$ cat src/design/id_pkg.sv
package id_pkg;

	//////////////////////////////
	// widths
	//////////////////////////////
	localparam int DATA_W     = 32;
	localparam int REG_ADDR_W = 5;

	//////////////////////////////
	// instruction fields
	//////////////////////////////
	// primary opcodes, inst[31:26]
	typedef enum logic [5:0] {
		OP_SPECIAL = 6'h00,
		OP_ADDI    = 6'h08,
		OP_ADDIU   = 6'h09,
		OP_SLTI    = 6'h0A,
		OP_SLTIU   = 6'h0B,
		OP_ANDI    = 6'h0C,
		OP_ORI     = 6'h0D,
		OP_XORI    = 6'h0E,
		OP_LUI     = 6'h0F,
		OP_PREF    = 6'h33
	} opcode_e;

	// SPECIAL function codes, inst[5:0]
	typedef enum logic [5:0] {
		FN_SLL   = 6'h00,
		FN_SRL   = 6'h02,
		FN_SRA   = 6'h03,
		FN_SLLV  = 6'h04,
		FN_SRLV  = 6'h06,
		FN_SRAV  = 6'h07,
		FN_MOVZ  = 6'h0A,
		FN_MOVN  = 6'h0B,
		FN_SYNC  = 6'h0F,
		FN_MFHI  = 6'h10,
		FN_MTHI  = 6'h11,
		FN_MFLO  = 6'h12,
		FN_MTLO  = 6'h13,
		FN_MULT  = 6'h18,
		FN_MULTU = 6'h19,
		FN_ADD   = 6'h20,
		FN_ADDU  = 6'h21,
		FN_SUB   = 6'h22,
		FN_SUBU  = 6'h23,
		FN_AND   = 6'h24,
		FN_OR    = 6'h25,
		FN_XOR   = 6'h26,
		FN_NOR   = 6'h27,
		FN_SLT   = 6'h2A,
		FN_SLTU  = 6'h2B
	} funct_e;

	//////////////////////////////
	// execute control
	//////////////////////////////
	typedef enum logic [2:0] {
		SEL_NOP   = 3'd0,
		SEL_LOGIC = 3'd1,
		SEL_SHIFT = 3'd2,
		SEL_MOVE  = 3'd3,
		SEL_ARITH = 3'd4
	} alusel_e;

	// function code for SPECIAL, opcode for I-type
	typedef enum logic [7:0] {
		ALUOP_SLL   = 8'h00,
		ALUOP_SRL   = 8'h02,
		ALUOP_SRA   = 8'h03,
		ALUOP_SLLV  = 8'h04,
		ALUOP_SRLV  = 8'h06,
		ALUOP_SRAV  = 8'h07,
		ALUOP_ADDI  = 8'h08,
		ALUOP_ADDIU = 8'h09,
		ALUOP_MOVZ  = 8'h0A,
		ALUOP_MOVN  = 8'h0B,
		ALUOP_ANDI  = 8'h0C,
		ALUOP_ORI   = 8'h0D,
		ALUOP_XORI  = 8'h0E,
		ALUOP_LUI   = 8'h0F,
		ALUOP_MFHI  = 8'h10,
		ALUOP_MTHI  = 8'h11,
		ALUOP_MFLO  = 8'h12,
		ALUOP_MTLO  = 8'h13,
		ALUOP_MULT  = 8'h18,
		ALUOP_MULTU = 8'h19,
		ALUOP_ADD   = 8'h20,
		ALUOP_ADDU  = 8'h21,
		ALUOP_SUB   = 8'h22,
		ALUOP_SUBU  = 8'h23,
		ALUOP_AND   = 8'h24,
		ALUOP_OR    = 8'h25,
		ALUOP_XOR   = 8'h26,
		ALUOP_NOR   = 8'h27,
		ALUOP_SLT   = 8'h2A,
		ALUOP_SLTU  = 8'h2B,
		ALUOP_PREF  = 8'h33
	} aluop_e;

	// codes that overlap, execute tells them apart by alusel
	localparam aluop_e ALUOP_NOP   = ALUOP_SLL;
	localparam aluop_e ALUOP_SLTI  = ALUOP_MOVZ;
	localparam aluop_e ALUOP_SLTIU = ALUOP_MOVN;

	typedef struct packed {
		alusel_e               alusel;
		aluop_e                aluop;
		logic                  wreg;
		logic [REG_ADDR_W-1:0] waddr;
	} ex_ctrl_t;

	// one per register file read port
	typedef struct packed {
		logic                  rd;
		logic [REG_ADDR_W-1:0] addr;
	} rf_req_t;

	// result on its way back from a later stage
	typedef struct packed {
		logic                  we;
		logic [REG_ADDR_W-1:0] waddr;
		logic [DATA_W-1:0]     wdata;
	} fwd_t;

endpackage

$ cat src/design/id_stage.sv
`timescale 1ns/1ps

module id_stage
	import id_pkg::*;
(
	input  logic              clk,
	input  logic              reset_n,

	// fetch side
	input  logic [DATA_W-1:0] pc_i,
	input  logic [DATA_W-1:0] inst_i,

	// register file
	input  logic [DATA_W-1:0] rf1_data_i,
	input  logic [DATA_W-1:0] rf2_data_i,
	output rf_req_t           rf1_req_o,
	output rf_req_t           rf2_req_o,

	// bypass from later stages
	input  fwd_t              ex_fwd_i,
	input  fwd_t              mem_fwd_i,

	// to execute
	output ex_ctrl_t          ex_ctrl_o,
	output logic [DATA_W-1:0] op1_o,
	output logic [DATA_W-1:0] op2_o
);

	logic [DATA_W-1:0] imm;

	//////////////////////////////
	// registered decode
	//////////////////////////////
	instr_decoder u_decoder (
		.clk       (clk),
		.reset_n   (reset_n),
		.pc_i      (pc_i),
		.inst_i    (inst_i),
		.ex_ctrl_o (ex_ctrl_o),
		.rf1_req_o (rf1_req_o),
		.rf2_req_o (rf2_req_o),
		.imm_o     (imm)
	);

	//////////////////////////////
	// operand muxes
	//////////////////////////////
	// rs side
	operand_select u_op1 (
		.req_i     (rf1_req_o),
		.rf_data_i (rf1_data_i),
		.imm_i     (imm),
		.ex_fwd_i  (ex_fwd_i),
		.mem_fwd_i (mem_fwd_i),
		.operand_o (op1_o)
	);

	// rt side, also gets imm for I-type
	operand_select u_op2 (
		.req_i     (rf2_req_o),
		.rf_data_i (rf2_data_i),
		.imm_i     (imm),
		.ex_fwd_i  (ex_fwd_i),
		.mem_fwd_i (mem_fwd_i),
		.operand_o (op2_o)
	);

endmodule

$ cat src/design/instr_decoder.sv
`timescale 1ns/1ps

module instr_decoder
	import id_pkg::*;
(
	input  logic              clk,
	input  logic              reset_n,
	input  logic [DATA_W-1:0] pc_i,
	input  logic [DATA_W-1:0] inst_i,
	output ex_ctrl_t          ex_ctrl_o,
	output rf_req_t           rf1_req_o,
	output rf_req_t           rf2_req_o,
	output logic [DATA_W-1:0] imm_o
);

	localparam ex_ctrl_t NOP_CTRL = '{
		alusel: SEL_NOP,
		aluop:  ALUOP_NOP,
		wreg:   1'b0,
		waddr:  '0
	};

	opcode_e               opcode;
	funct_e                funct;
	aluop_e                itype_op;
	aluop_e                rtype_op;
	logic [REG_ADDR_W-1:0] rs;
	logic [REG_ADDR_W-1:0] rt;
	logic [REG_ADDR_W-1:0] rd;
	logic [4:0]            shamt;
	logic [DATA_W-1:0]     imm_zext;
	logic [DATA_W-1:0]     imm_sext;
	logic [DATA_W-1:0]     shamt_zext;

	ex_ctrl_t              ex_ctrl_d;
	logic                  rf1_rd_d;
	logic                  rf2_rd_d;
	logic [DATA_W-1:0]     imm_d;

	function automatic ex_ctrl_t make_ctrl(
		input alusel_e               sel,
		input aluop_e                op,
		input logic                  we,
		input logic [REG_ADDR_W-1:0] addr
	);
		ex_ctrl_t c;
		c.alusel = sel;
		c.aluop  = op;
		c.wreg   = we;
		c.waddr  = addr;
		return c;
	endfunction

	//////////////////////////////
	// field split
	//////////////////////////////
	assign opcode = opcode_e'(inst_i[31:26]);
	assign funct  = funct_e'(inst_i[5:0]);
	assign rs     = inst_i[25:21];
	assign rt     = inst_i[20:16];
	assign rd     = inst_i[15:11];
	assign shamt  = inst_i[10:6];

	// aluop is the raw code with two zero bits on top
	assign itype_op = aluop_e'({2'b00, inst_i[31:26]});
	assign rtype_op = aluop_e'({2'b00, inst_i[5:0]});

	assign imm_zext   = {{(DATA_W-16){1'b0}}, inst_i[15:0]};
	assign imm_sext   = {{(DATA_W-16){inst_i[15]}}, inst_i[15:0]};
	assign shamt_zext = {{(DATA_W-5){1'b0}}, shamt};

	//////////////////////////////
	// decode
	//////////////////////////////
	always_comb begin
		ex_ctrl_d = NOP_CTRL;
		rf1_rd_d  = 1'b0;
		rf2_rd_d  = 1'b0;
		imm_d     = '0;

		case (opcode)
			// logic immediates
			OP_ORI, OP_ANDI, OP_XORI, OP_LUI: begin
				ex_ctrl_d = make_ctrl(SEL_LOGIC, itype_op, 1'b1, rt);
				rf1_rd_d  = 1'b1;
				imm_d     = imm_zext;
			end
			// arithmetic immediates are sign-extended
			OP_ADDI, OP_ADDIU, OP_SLTI, OP_SLTIU: begin
				ex_ctrl_d = make_ctrl(SEL_ARITH, itype_op, 1'b1, rt);
				rf1_rd_d  = 1'b1;
				imm_d     = imm_sext;
			end
			// prefetch hint, nothing to execute
			OP_PREF: begin
				ex_ctrl_d.aluop = ALUOP_PREF;
			end
			OP_SPECIAL: begin
				case (funct)
					FN_AND, FN_OR, FN_XOR, FN_NOR: begin
						ex_ctrl_d = make_ctrl(SEL_LOGIC, rtype_op, 1'b1, rd);
						rf1_rd_d  = 1'b1;
						rf2_rd_d  = 1'b1;
					end
					// constant shift amount rides in imm
					FN_SLL, FN_SRL, FN_SRA: begin
						ex_ctrl_d = make_ctrl(SEL_SHIFT, rtype_op, 1'b1, rd);
						rf2_rd_d  = 1'b1;
						imm_d     = shamt_zext;
					end
					FN_SLLV, FN_SRLV, FN_SRAV: begin
						ex_ctrl_d = make_ctrl(SEL_SHIFT, rtype_op, 1'b1, rd);
						rf1_rd_d  = 1'b1;
						rf2_rd_d  = 1'b1;
					end
					FN_MOVN, FN_MOVZ: begin
						ex_ctrl_d = make_ctrl(SEL_MOVE, rtype_op, 1'b1, rd);
						rf1_rd_d  = 1'b1;
						rf2_rd_d  = 1'b1;
					end
					// hi/lo reads need no register file port
					FN_MFHI, FN_MFLO: begin
						ex_ctrl_d = make_ctrl(SEL_MOVE, rtype_op, 1'b1, rd);
					end
					FN_MTHI, FN_MTLO: begin
						ex_ctrl_d = make_ctrl(SEL_MOVE, rtype_op, 1'b0, rd);
						rf1_rd_d  = 1'b1;
					end
					FN_ADD, FN_ADDU, FN_SUB, FN_SUBU, FN_SLT, FN_SLTU: begin
						ex_ctrl_d = make_ctrl(SEL_ARITH, rtype_op, 1'b1, rd);
						rf1_rd_d  = 1'b1;
						rf2_rd_d  = 1'b1;
					end
					// product goes to hi/lo
					FN_MULT, FN_MULTU: begin
						ex_ctrl_d = make_ctrl(SEL_ARITH, rtype_op, 1'b0, rd);
						rf1_rd_d  = 1'b1;
						rf2_rd_d  = 1'b1;
					end
					FN_SYNC: begin
						ex_ctrl_d = NOP_CTRL;
					end
					default: begin
						ex_ctrl_d = NOP_CTRL;
					end
				endcase
			end
			default: begin
				ex_ctrl_d = NOP_CTRL;
			end
		endcase
	end

	//////////////////////////////
	// decode register
	//////////////////////////////
	// zero pc stalls the stage
	always_ff @(posedge clk or negedge reset_n) begin
		if (!reset_n) begin
			ex_ctrl_o      <= NOP_CTRL;
			rf1_req_o.rd   <= 1'b0;
			rf1_req_o.addr <= '0;
			rf2_req_o.rd   <= 1'b0;
			rf2_req_o.addr <= '0;
			imm_o          <= '0;
		end else if (pc_i != '0) begin
			ex_ctrl_o      <= ex_ctrl_d;
			rf1_req_o.rd   <= rf1_rd_d;
			rf1_req_o.addr <= rs;
			rf2_req_o.rd   <= rf2_rd_d;
			rf2_req_o.addr <= rt;
			imm_o          <= imm_d;
		end
	end

	//////////////////////////////
	// checks
	//////////////////////////////
	// anything that writes back has a real ALU class
	a_wreg_class: assert property (
		@(posedge clk) disable iff (!reset_n)
		ex_ctrl_o.wreg |-> ex_ctrl_o.alusel != SEL_NOP
	) else $error("instr_decoder: wreg set with SEL_NOP");

	// no-ops never claim a register port
	a_nop_no_read: assert property (
		@(posedge clk) disable iff (!reset_n)
		ex_ctrl_o.alusel == SEL_NOP |-> !rf1_req_o.rd && !rf2_req_o.rd
	) else $error("instr_decoder: read flag set on a no-op");

endmodule

$ cat src/design/operand_select.sv
`timescale 1ns/1ps

module operand_select
	import id_pkg::*;
(
	input  rf_req_t           req_i,
	input  logic [DATA_W-1:0] rf_data_i,
	input  logic [DATA_W-1:0] imm_i,
	input  fwd_t              ex_fwd_i,
	input  fwd_t              mem_fwd_i,
	output logic [DATA_W-1:0] operand_o
);

	logic ex_hit;
	logic mem_hit;

	//////////////////////////////
	// bypass match
	//////////////////////////////
	// a strobe only counts with its write enable
	assign ex_hit  = ex_fwd_i.we && (ex_fwd_i.waddr == req_i.addr);
	assign mem_hit = mem_fwd_i.we && (mem_fwd_i.waddr == req_i.addr);

	//////////////////////////////
	// operand mux
	//////////////////////////////
	// youngest result first
	always_comb begin
		if (!req_i.rd) begin
			operand_o = imm_i;
		end else if (ex_hit) begin
			operand_o = ex_fwd_i.wdata;
		end else if (mem_hit) begin
			operand_o = mem_fwd_i.wdata;
		end else begin
			operand_o = rf_data_i;
		end
	end

	//////////////////////////////
	// checks
	//////////////////////////////
	// execute result must win over memory and regfile
	always_comb begin
		if (req_i.rd && ex_fwd_i.we && (ex_fwd_i.waddr == req_i.addr)) begin
			a_ex_priority: assert final (operand_o == ex_fwd_i.wdata)
				else $error("operand_select: operand %h, ex data %h",
					operand_o, ex_fwd_i.wdata);
		end
	end

endmodule

$ cat config.mk
export PLATFORM = sky130hd
export DESIGN_NAME = id_stage
export DESIGN_NICKNAME = d
export VERILOG_FILES = /design/src/design/id_pkg.sv /design/src/design/id_stage.sv /design/src/design/instr_decoder.sv /design/src/design/operand_select.sv
export SDC_FILE = /design/constraint.sdc
export NUM_CORES = 1
export LEC_CHECK = 0
export ABC_CLOCK_PERIOD_IN_PS = 1550
export BUFFER_PORTS_ARGS = -buffer_cell sky130_fd_sc_hd__buf_2
export CORE_AREA = 2 2 115 117
export DETAILED_ROUTE_END_ITERATION = 7
export DIE_AREA = 0 0 117 119
export GPL_ROUTABILITY_DRIVEN = 0
export GPL_TIMING_DRIVEN = 0
export HOLD_SLACK_MARGIN = 0.02
export PLACE_DENSITY = 0.76
export SLEW_MARGIN = 20
export SYNTH_ARGS = -nofsm -noshare
export SYNTH_HDL_FRONTEND = slang
export SYNTH_HIERARCHICAL = 1
export SYNTH_SLANG_ARGS = --single-unit
$ cat constraint.sdc
create_clock -name clk -period 1.55 [get_ports clk]
set_input_delay 0.0775 -clock clk [delete_from_list [all_inputs] [get_ports clk]]
set_output_delay 0.0775 -clock clk [all_outputs]
set_load 0.02 [all_outputs]
## Word level (Yosys, flattened, before mapping)

Cells that the tools add are included.

| word-level totals | value |
|---|---|
| register bits after elaboration | 61 |
| latch bits | 0 |
| RAM bits | 0 |
| memory bits (read-only) | 0 |
| bits of input ports | 206 |
| output and inout bits | 93 |
| word-level logic and storage cells | 80 |
| memories kept | 0 |

| cells by class | value |
|---|---|
| add/sub/neg operators | 0 |
| multipliers | 0 |
| divide/modulo/power cells | 0 |
| order comparisons | 0 |
| equality and inequality tests | 36 |
| shift operators | 0 |
| multiplexer cells | 16 |
| bitwise operators | 0 |
| reductions and logical operators | 19 |

Operator list:

| kind | number |
|---|---|
| $mux W32 | 6 |
| $pmux W17 S6 | 1 |
| $pmux W32 S3 | 1 |
| $eq A6 B6 Y1 const B | 11 |
| $eq A6 B4 Y1 const B | 10 |
| $eq A6 B5 Y1 const B | 6 |
| $reduce_bool A32 Y1 | 1 |
| $pmux W8 S3 | 1 |
| $eq A5 B5 Y1 | 4 |
| $reduce_or A20 Y1 | 1 |
| $reduce_or A19 Y1 | 1 |
| $eq A6 B3 Y1 const B | 3 |
| $reduce_or A4 Y1 | 4 |
| $eq A6 B2 Y1 const B | 2 |
| $logic_not A6 Y1 | 2 |
| $pmux W6 S2 | 1 |
| $reduce_or A6 Y1 | 2 |
| $pmux W3 S3 | 1 |
| $reduce_or A8 Y1 | 1 |
| $mux W5 | 1 |
| $logic_and A1 B1 Y1 | 4 |
| $reduce_or A2 Y1 | 2 |
| $mux W1 | 3 |
| $reduce_or A3 Y1 | 1 |
| $pmux W1 S2 | 1 |

## Depth between registers and ports, before layout

Gate-level depths: netlist of the first run.

| logic depth | value |
|---|---|
| depth after elaboration | 5 |
| gate-level depth with buffers | 7 |
| depth with buffers taken out | 5 |

## Hierarchy

The synthesis of the first run kept the hierarchy.

Modules (own cells, without submodules):

| module | times used | cells an instance | area each (um2) | sequential area each (um2) |
|---|---|---|---|---|
| operand_select | 2 | 161 | 1,298.7 | 0.0 |
| instr_decoder | 1 | 251 | 2,343.5 | 1,101.1 |

## Worst setup path before layout of the first run

No wires, ideal clock.

| path | value |
|---|---|
| path type | flip-flop to output port |
| start point | register, netlist name u_decoder/rf1_req_o[3] |
| end point | output op1_o[13] |
| arrival time | 1.752 ns |
| data required time | 1.472 ns |
| setup slack | -0.280 ns |
| stages on the path, launching flop included | 8 |
| buffers on the path | 2 |
| cells stage by stage | dfrtp_1 -> xor2_1 -> nor4_1 -> and3_1 -> buf_6 -> buf_12 -> mux2i_1 -> o21ai_1 |

| between the ends | value |
|---|---|
| word-level cells in the longest chain between the ends | 5 |
| elaborated cells between the ends (all ways) | 7 |
| classes of those cells | eq/ne: 2; mux: 3; reduce/logical: 2 |

Ends and longest elaborated chain:

| item | line | RTL |
|---|---|---|
| $eq A5 B5 Y1 | operand_select.sv:22 | `assign mem_hit = mem_fwd_i.we && (mem_fwd_i.waddr == req_i.addr);` |
| $logic_and A1 B1 Y1 | operand_select.sv:22 |  |
| $mux W32 | operand_select.sv:33 | `end else if (mem_hit) begin` |
| $mux W32 * | operand_select.sv:31 | `end else if (ex_hit) begin` |
| $mux W32 * | operand_select.sv:29 | `if (!req_i.rd) begin` |
| end, declared | id_stage.sv:25 | `output logic [DATA_W-1:0] op1_o,` |

Every way passes the cells marked *; elsewhere a longest branch is shown, timed or not.

## Worst setup path in the final report of the first run

| path | value |
|---|---|
| start point | register, netlist name u_decoder/rf2_req_o[4] |
| end point | output op2_o[22] |

| between the ends | value |
|---|---|
| word-level cells in the longest chain between the ends | 5 |
| elaborated cells between the ends (all ways) | 7 |
| classes of those cells | eq/ne: 2; mux: 3; reduce/logical: 2 |

Ends and longest elaborated chain:

| item | line | RTL |
|---|---|---|
| $eq A5 B5 Y1 | operand_select.sv:22 |  |
| $logic_and A1 B1 Y1 | operand_select.sv:22 |  |
| $mux W32 | operand_select.sv:33 |  |
| $mux W32 * | operand_select.sv:31 |  |
| $mux W32 * | operand_select.sv:29 |  |
| end, declared | id_stage.sv:26 | `output logic [DATA_W-1:0] op2_o` |

Marks and branches as above.

==> out/qor.csv, run 1 <==
stage,metric,value,unit
outcome,outcome,"complete, but fails checks",
outcome,violations in the final reports,setup timing,
clocking,clock insertion delay at the later pin of the skew report,280,ps
synth,cell accounting for the most synthesized area,dfrtp_1,
clocking,CTS H-Tree Depth,2,
timing,Worst-Margin Slew,955.9,ps
global_routing,maximum number of pins on one net before global-route repair,45,
power_and_ir_drop,leakage power summed over all cells,3.511,nW
worst_setup_path,endpoint class of the critical path,primary output,
synth,Netlist Area Pre-Place,4941,µm²
cells_and_area,"count of placed standard cells in the final layout, fillers left out",1082,
synth,top cell type's share of synthesized area,0.2228,
worst_hold_path,worst hold path class,in2reg,
worst_setup_path,required arrival time at the worst endpoint,1470,ps
flow_run,number of max-cap violations,0,
route,Via density,5.505,
floorplanning,core box area,12870,µm²
synth,number of unique standard cell types used by synthesis,49,
synth,Post-Syn Instances,573,
timing,worst setup skew after layout,0,ps
floorplanning,floorplan die area,13920,µm²
clocking,number of buffers inserted during clock tree synthesis,5,
route,routed length per placed instance,18.55,µm
clocking,clock tree from TritonCTS,yes,
route,total number of vias,5956,
timing,Pins Over Slew Limit,0,
worst_setup_path,maximum fanout count along the critical path,5,
worst_setup_path,Crit Path Category,reg2out,
synth,Synth Area per Inst,8.623,µm²
global_routing,global-route usage over all layers,0.2644,
timing,setup ws final,-786.1,ps
power_and_ir_drop,areal power density over the cells,468.9,nW/µm²
clocking,"buffers from clock root to sink, at most",2,
floorplanning,width of the chip,117,µm
floorplanning,boundary pin count,299,
route,starting DRC count in detailed routing,263,
cells_and_area,fraction of final layout cells sized beyond drive strength 1,0.5735,
global_routing,global-route wire length before repair,28.86,mm
timing,hold violation count in the final report,0,
synth,proportion of synthesized flip-flops having asynchronous set or reset,1.000,
synth,yosys synthesis warning count,6,
route,WL final,20.07,mm
route,post-detailed-route count of antenna-violating nets,0,
timing,RSZ-0062 raised after global routing,yes,
placement,placed insts,1046,
clocking,clock-pin slew reported for the worst setup and hold paths after clock tree synthesis,60,ps
timing,remaining max-slew budget at the tightest pin,0.3627,
power_and_ir_drop,maximum vdd drop,645.8,µV
clocking,Root Buffer,clkbuf_16,
synth,dominant cells by area after synthesis,"dfrtp_1 22%, mux2i_1 13%, o221ai_2 11%, nand3_1 4.2%, buf_4 3.8%",
timing,Max Clk Rate,0.4281,GHz
timing,Setup-failing EPs final,64,
route,DR pass1 iterations,5,
placement,port bufs,296,
synth,Seq cells post-synth,44,
floorplanning,die outline height,119,µm
global_routing,number of antenna violations at the first check in global routing,1,
timing,final worst path period share,1.507,
clocking,number of clock sinks seen by CTS,44,
timing,shortest clock period the worst path allows after layout,2336,ps
global_routing,gr ovfl total,0,
floorplanning,Initial Util,0.3838,
global_routing,vias in the first global route,5689,
cells_and_area,area added between synthesis and finish,59.41,%
timing,total negative slack for setup checks,-47050,ps
synth,"EDFF count, synth",0,
route,Remaining DRCs,0,
cells_and_area,number of nets in the layout,1110,
floorplanning,floorplan row count,42,
cells_and_area,Filler Cell Count,1097,
worst_setup_path,arrival time reported for the critical path endpoint,2260,ps
worst_setup_path,type of element launching the critical path,flip-flop,
synth,portion of the post-synthesis area used by sequential elements,0.2228,
placement,sum of net half-perimeters after detailed placement,15.00,mm
synth,prevailing post-synth register cell,dfrtp_1,
path summary, 6_finish.rpt:
path	from	cells past startpoint	slack [ps]	to
min reg2reg	u_decoder/ex_ctrl_o[0]	2	480	u_decoder/ex_ctrl_o[0]
min	inst_i[22]	2	20	u_decoder/rf1_req_o[1]
max in group asynchronous	reset_n	2	410	u_decoder/rf1_req_o[4]
min in group asynchronous	reset_n	2	480	u_decoder/rf2_req_o[2]
max	u_decoder/rf2_req_o[4]	9	-790	op2_o[22]
max reg2reg	u_decoder/imm_o[30]	2	420	u_decoder/imm_o[30]
synthesized netlist by cell type, types with 3 or more instances:
cell type,count
a21oi_1,4
a22oi_1,8
a31oi_1,25
a32oi_1,6
and3_1,6
buf_12,6
buf_2,19
buf_4,25
buf_6,4
buf_8,5
clkbuf_1,10
clkbuf_2,3
dfrtp_1,44
inv_1,42
mux2_1,8
mux2_2,4
mux2i_1,65
nand2_1,50
nand2b_1,3
nand3_1,41
nor2_1,10
nor2b_1,25
nor3_1,5
nor4_1,12
o21ai_0,36
o21ai_1,17
o21ai_2,8
o221ai_1,4
o221ai_2,36
xnor2_1,4
xor2_1,16
through the flow:
step / hold WS [ps] / area, µm² / setup slack (ps) / util / total power (W)
2_1_floorplan: -218.1 / 5040 / -215.7 / - / 0.001775
3_3_place_gp: 288.5 / 6741 / -611.6 / 0.5236 / 0.002277
3_5_place_dp: 291.5 / 6741 / -612.1 / 0.5236 / 0.002291
4_1_cts: 21.19 / 7533 / -764.1 / 0.5851 / 0.003607
5_1_grt: 24.49 / 7876 / -928.3 / 0.6118 / 0.003855
6_report: 22.92 / 7876 / -786.1 / 0.6118 / 0.003693
cells in the final DEF (no fill, tap or decap), types with 3 or more instances in the layout:
master / count
mux2i_1: 23
nand3_1: 41
buf_4: 47
nor4_1: 10
nor2b_1: 25
mux2i_4: 21
a21oi_1: 4
buf_12: 11
a22oi_1: 8
and3_1: 6
nor3_1: 5
clkbuf_16: 7
buf_2: 274
nand2_1: 50
dlygate4sd3_1: 3
mux2i_2: 21
clkbuf_2: 6
mux2_1: 8
o221ai_2: 38
dfrtp_1: 36
xor2_2: 3
buf_8: 6
buf_6: 38
a32oi_1: 6
o21ai_2: 24
clkbuf_1: 8
xor2_1: 13
a31oi_1: 25
nand2b_1: 3
o21ai_0: 36
inv_1: 42
dfrtp_2: 8
mux2_2: 4
nor2_1: 10
xnor2_1: 4
metal layers:
layer  global-route usage  up-vias  wire length (µm)  share of wire
met5                    0        -                 0              0
met4              0.08603        0               403          0.020
met3              0.04122       37              1368          0.068
met2               0.4845      299             10710           0.53
met1               0.3090     2854              7589           0.38
li1                     -     2766                 -              -
logic make-up (layout without fill, tap and decap cells):
| logic type | Yosys count | count (layout) | share of synthesized area |
|---|---|---|---|
| AOI/OAI and AO/OA | 156 | 156 | 0.2672 |
| buffers and inverters | 114 | 445 | 0.1484 |
| DFF | 44 | 44 | 0.2228 |
| and+or+nand+nor | 161 | 161 | 0.1664 |
| other | 1 | 3 | 0.0007590 |
| muxes | 77 | 77 | 0.1590 |
| xor gates and xnor gates | 20 | 20 | 0.03545 |
critical path, stage by stage, from the launching register on:
cell,delay (ps)
dfrtp_2,430
xor2_1,170
nor4_1,310
and3_1,230
buf_6,130
nand2b_4,170
buf_6,120
buf_12,120
o221ai_2,90
buf_2,170
final cells by class:
class | count | area, µm² | area share
multi-input combinational | 416 | 3595 | 0.4564
antenna | 1 | 2.502 | 0.0003177
sequential | 44 | 1111 | 0.1411
inverter | 42 | 157.7 | 0.02002
buffer | 70 | 584.3 | 0.07419
tap | 176 | 220.2 | 0.02796
clock buffer | 6 | 128.9 | 0.01636
clock inverter | 2 | 35.03 | 0.004448
timing repair buffer | 325 | 2042 | 0.2593
timing repair:
item	in CTS	in global routing
pin swaps	3	10
hold buffers	3	0
cloned	4	2
endpoints found under the hold margin	46	0
endpoints found under the setup margin	64	69
gates resized for setup	82	82
buffers inserted	19	4
sequential cells by signal (all words and copies together), names as in the netlist:
register / count
u_decoder/ex_ctrl_o: 15
u_decoder/imm_o: 17
u_decoder/rf2_req_o: 6
u_decoder/rf1_req_o: 6
power breakdown:
part           switching, W  internal (W)
Sequential        0.0000400       0.00119
Combinational      0.000666      0.000606
Clock              0.000436      0.000758
(Power assumes the default switching activity.)
==> run 2, diff against run 1 <==
--- a/config.mk
+++ b/config.mk
@@ -7,13 +7,13 @@
 export LEC_CHECK = 0
 export ABC_CLOCK_PERIOD_IN_PS = 1550
 export BUFFER_PORTS_ARGS = -buffer_cell sky130_fd_sc_hd__buf_2
-export CORE_AREA = 2 2 115 117
+export CORE_AREA = 2 2 122 124
 export DETAILED_ROUTE_END_ITERATION = 7
-export DIE_AREA = 0 0 117 119
+export DIE_AREA = 0 0 124 126
 export GPL_ROUTABILITY_DRIVEN = 0
 export GPL_TIMING_DRIVEN = 0
 export HOLD_SLACK_MARGIN = 0.02
-export PLACE_DENSITY = 0.76
+export PLACE_DENSITY = 0.69
 export SLEW_MARGIN = 20
 export SYNTH_ARGS = -nofsm -noshare
 export SYNTH_HDL_FRONTEND = slang
==> run 2 against run 1 <==
Against the previous run:
- global-route usage is 2.0 points lower
- register-to-register slack better by 50 ps
- largest power group unchanged
- sequential power hardly changed
- die area is 12% higher
- the flow still finishes with violations (setup timing)
- count of clock-buffer cells in the layout is 1 lower
- non-clock buffer count is 11 higher
- utilization is 3.2 points lower
- cell count is 1.8% higher
- hold slack better by 9.9 ps
- highest routed layer unchanged
==> out/qor.csv, run 2 (synthesis results as in run 1) <==
stage,metric,value,unit
outcome,outcome,"complete, but fails checks",
outcome,violations in the final reports,setup timing,
route,starting DRC count in detailed routing,326,
global_routing,maximum number of pins on one net before global-route repair,45,
power_and_ir_drop,areal power density over the cells,456.8,nW/µm²
timing,Setup-failing EPs final,64,
worst_hold_path,worst hold path class,in2reg,
cells_and_area,"commonest cells after routing, fill and taps aside","262 x buf_2, 50 x nand2_1, 49 x buf_4",
route,routed length per placed instance,19.32,µm
clocking,clock tree from TritonCTS,yes,
floorplanning,floorplan die area,15620,µm²
clocking,number of clock sinks seen by CTS,44,
clocking,number of buffers inserted during clock tree synthesis,5,
cells_and_area,Top reg by flops,u_decoder/imm_o,
cells_and_area,final design instance area without fill,8303,µm²
clocking,clock-pin slew reported for the worst setup and hold paths after clock tree synthesis,70,ps
timing,Worst-Margin Slew,677.0,ps
floorplanning,boundary pin count,299,
timing,hold violation count in the final report,0,
route,DR pass1 iterations,7,
cells_and_area,area added between synthesis and finish,68.04,%
cells_and_area,max FFs per register,17,
route,WL final,21.27,mm
worst_setup_path,Crit Path Category,reg2out,
power_and_ir_drop,leakage power summed over all cells,3.643,nW
route,total number of vias,5930,
timing,Pins Over Slew Limit,0,
worst_setup_path,arrival time reported for the critical path endpoint,2320,ps
clocking,clock insertion delay at the later pin of the skew report,280,ps
flow_run,number of max-cap violations,0,
global_routing,gr ovfl total,0,
route,post-detailed-route count of antenna-violating nets,0,
cells_and_area,fraction of final layout cells sized beyond drive strength 1,0.5819,
floorplanning,Initial Util,0.3452,
timing,shortest clock period the worst path allows after layout,2401,ps
route,Remaining DRCs,0,
clocking,"buffers from clock root to sink, at most",2,
clocking,CTS H-Tree Depth,2,
timing,RSZ-0062 raised after global routing,yes,
worst_setup_path,endpoint class of the critical path,primary output,
cells_and_area,largest registers,"u_decoder/imm_o x17, u_decoder/ex_ctrl_o x15",
route,Via density,5.386,
global_routing,global-route wire length before repair,30.22,mm
placement,total cell area at the placement stage,6751,µm²
timing,remaining max-slew budget at the tightest pin,0.5487,
cells_and_area,number of nets in the layout,1121,
power_and_ir_drop,maximum vdd drop,400.2,µV
floorplanning,die outline height,126,µm
worst_setup_path,maximum fanout count along the critical path,8,
global_routing,global-route usage over all layers,0.2440,
global_routing,number of antenna violations at the first check in global routing,1,
floorplanning,width of the chip,124,µm
placement,sum of net half-perimeters after detailed placement,15.47,mm
worst_setup_path,FF-to-FF setup slack,470,ps
cells_and_area,"count of placed standard cells in the final layout, fillers left out",1101,
clocking,Root Buffer,clkbuf_16,
placement,port bufs,296,
floorplanning,floorplan row count,44,
worst_setup_path,type of element launching the critical path,flip-flop,
timing,total negative slack for setup checks,-50380,ps
cells_and_area,"commonest non-fill, non-tap cell in the layout",buf_2,
global_routing,vias in the first global route,5850,
cells_and_area,Final Util,0.5801,
placement,placed insts,1054,
timing,worst setup skew after layout,0,ps
timing,Max Clk Rate,0.4165,GHz
worst_setup_path,required arrival time at the worst endpoint,1470,ps
floorplanning,core box area,14310,µm²
timing,final worst path period share,1.549,
timing,setup ws final,-851.2,ps
==> run 2: layout make-up <==
class / count / area (µm²)
tap: 184 / 230.2
fill: 1291 / 6011
antenna: 1 / 2.502
multi-input combinational: 416 / 3676
clock buffer: 5 / 125.1
clock inverter: 3 / 46.29
inverter: 42 / 157.7
buffer: 69 / 598.1
sequential: 44 / 1111
timing repair buffer: 337 / 2356
==> run 2: critical path, cell delays in order, from the launching register on <==
cell and delay, ps:
dfrtp_2 430, xor2_1 150, nor4_1 300, and3_1 270, buf_12 180, buf_12 160, mux2i_4 260, o221ai_2 110
buf_2 170
==> run 2: repair_timing <==
item	CTS	global route
hold endpoints to repair	47	1
resized for setup	81	128
gates cloned	5	5
endpoints found under the setup margin	64	79
pin swaps	18	14
hold buffers	4	1
setup buffers	21	5
==> run 2: worst paths after layout <==
kind,startpoint,end,cells past startpoint
min in group asynchronous,reset_n,u_decoder/ex_ctrl_o[0],2
max in group asynchronous,reset_n,u_decoder/rf2_req_o[4],3
max reg2reg,u_decoder/imm_o[30],u_decoder/imm_o[30],2
min,inst_i[21],u_decoder/rf1_req_o[0],2
max,u_decoder/rf1_req_o[2],op1_o[26],8
min reg2reg,u_decoder/ex_ctrl_o[8],u_decoder/ex_ctrl_o[8],2
==> run 2: metrics by stage <==
| step | power (W) | hold WS [ps] | setup slack (ps) |
|---|---|---|---|
| after floorplan | 0.001775 | -218.1 | -215.7 |
| after global placement | 0.002283 | 293.6 | -561.0 |
| after detailed placement | 0.002296 | 300.5 | -556.9 |
| after CTS | 0.003636 | 21.82 | -822.4 |
| after global routing | 0.003940 | 31.46 | -969.0 |
| final | 0.003793 | 32.85 | -851.2 |
==> run 2: per-layer routing <==
layer	wire, µm	GRT usage
met1	8111	0.2947
met2	11250	0.4480
met3	1585	0.04484
met4	321	0.04759
met5	0	0
==> run 2: power by group <==
group	internal, W	switching, W	leakage (nW)
Clock	0.000766	0.000451	0.0804
Sequential	0.00119	0.0000408	0.575
Combinational	0.000658	0.000691	2.99
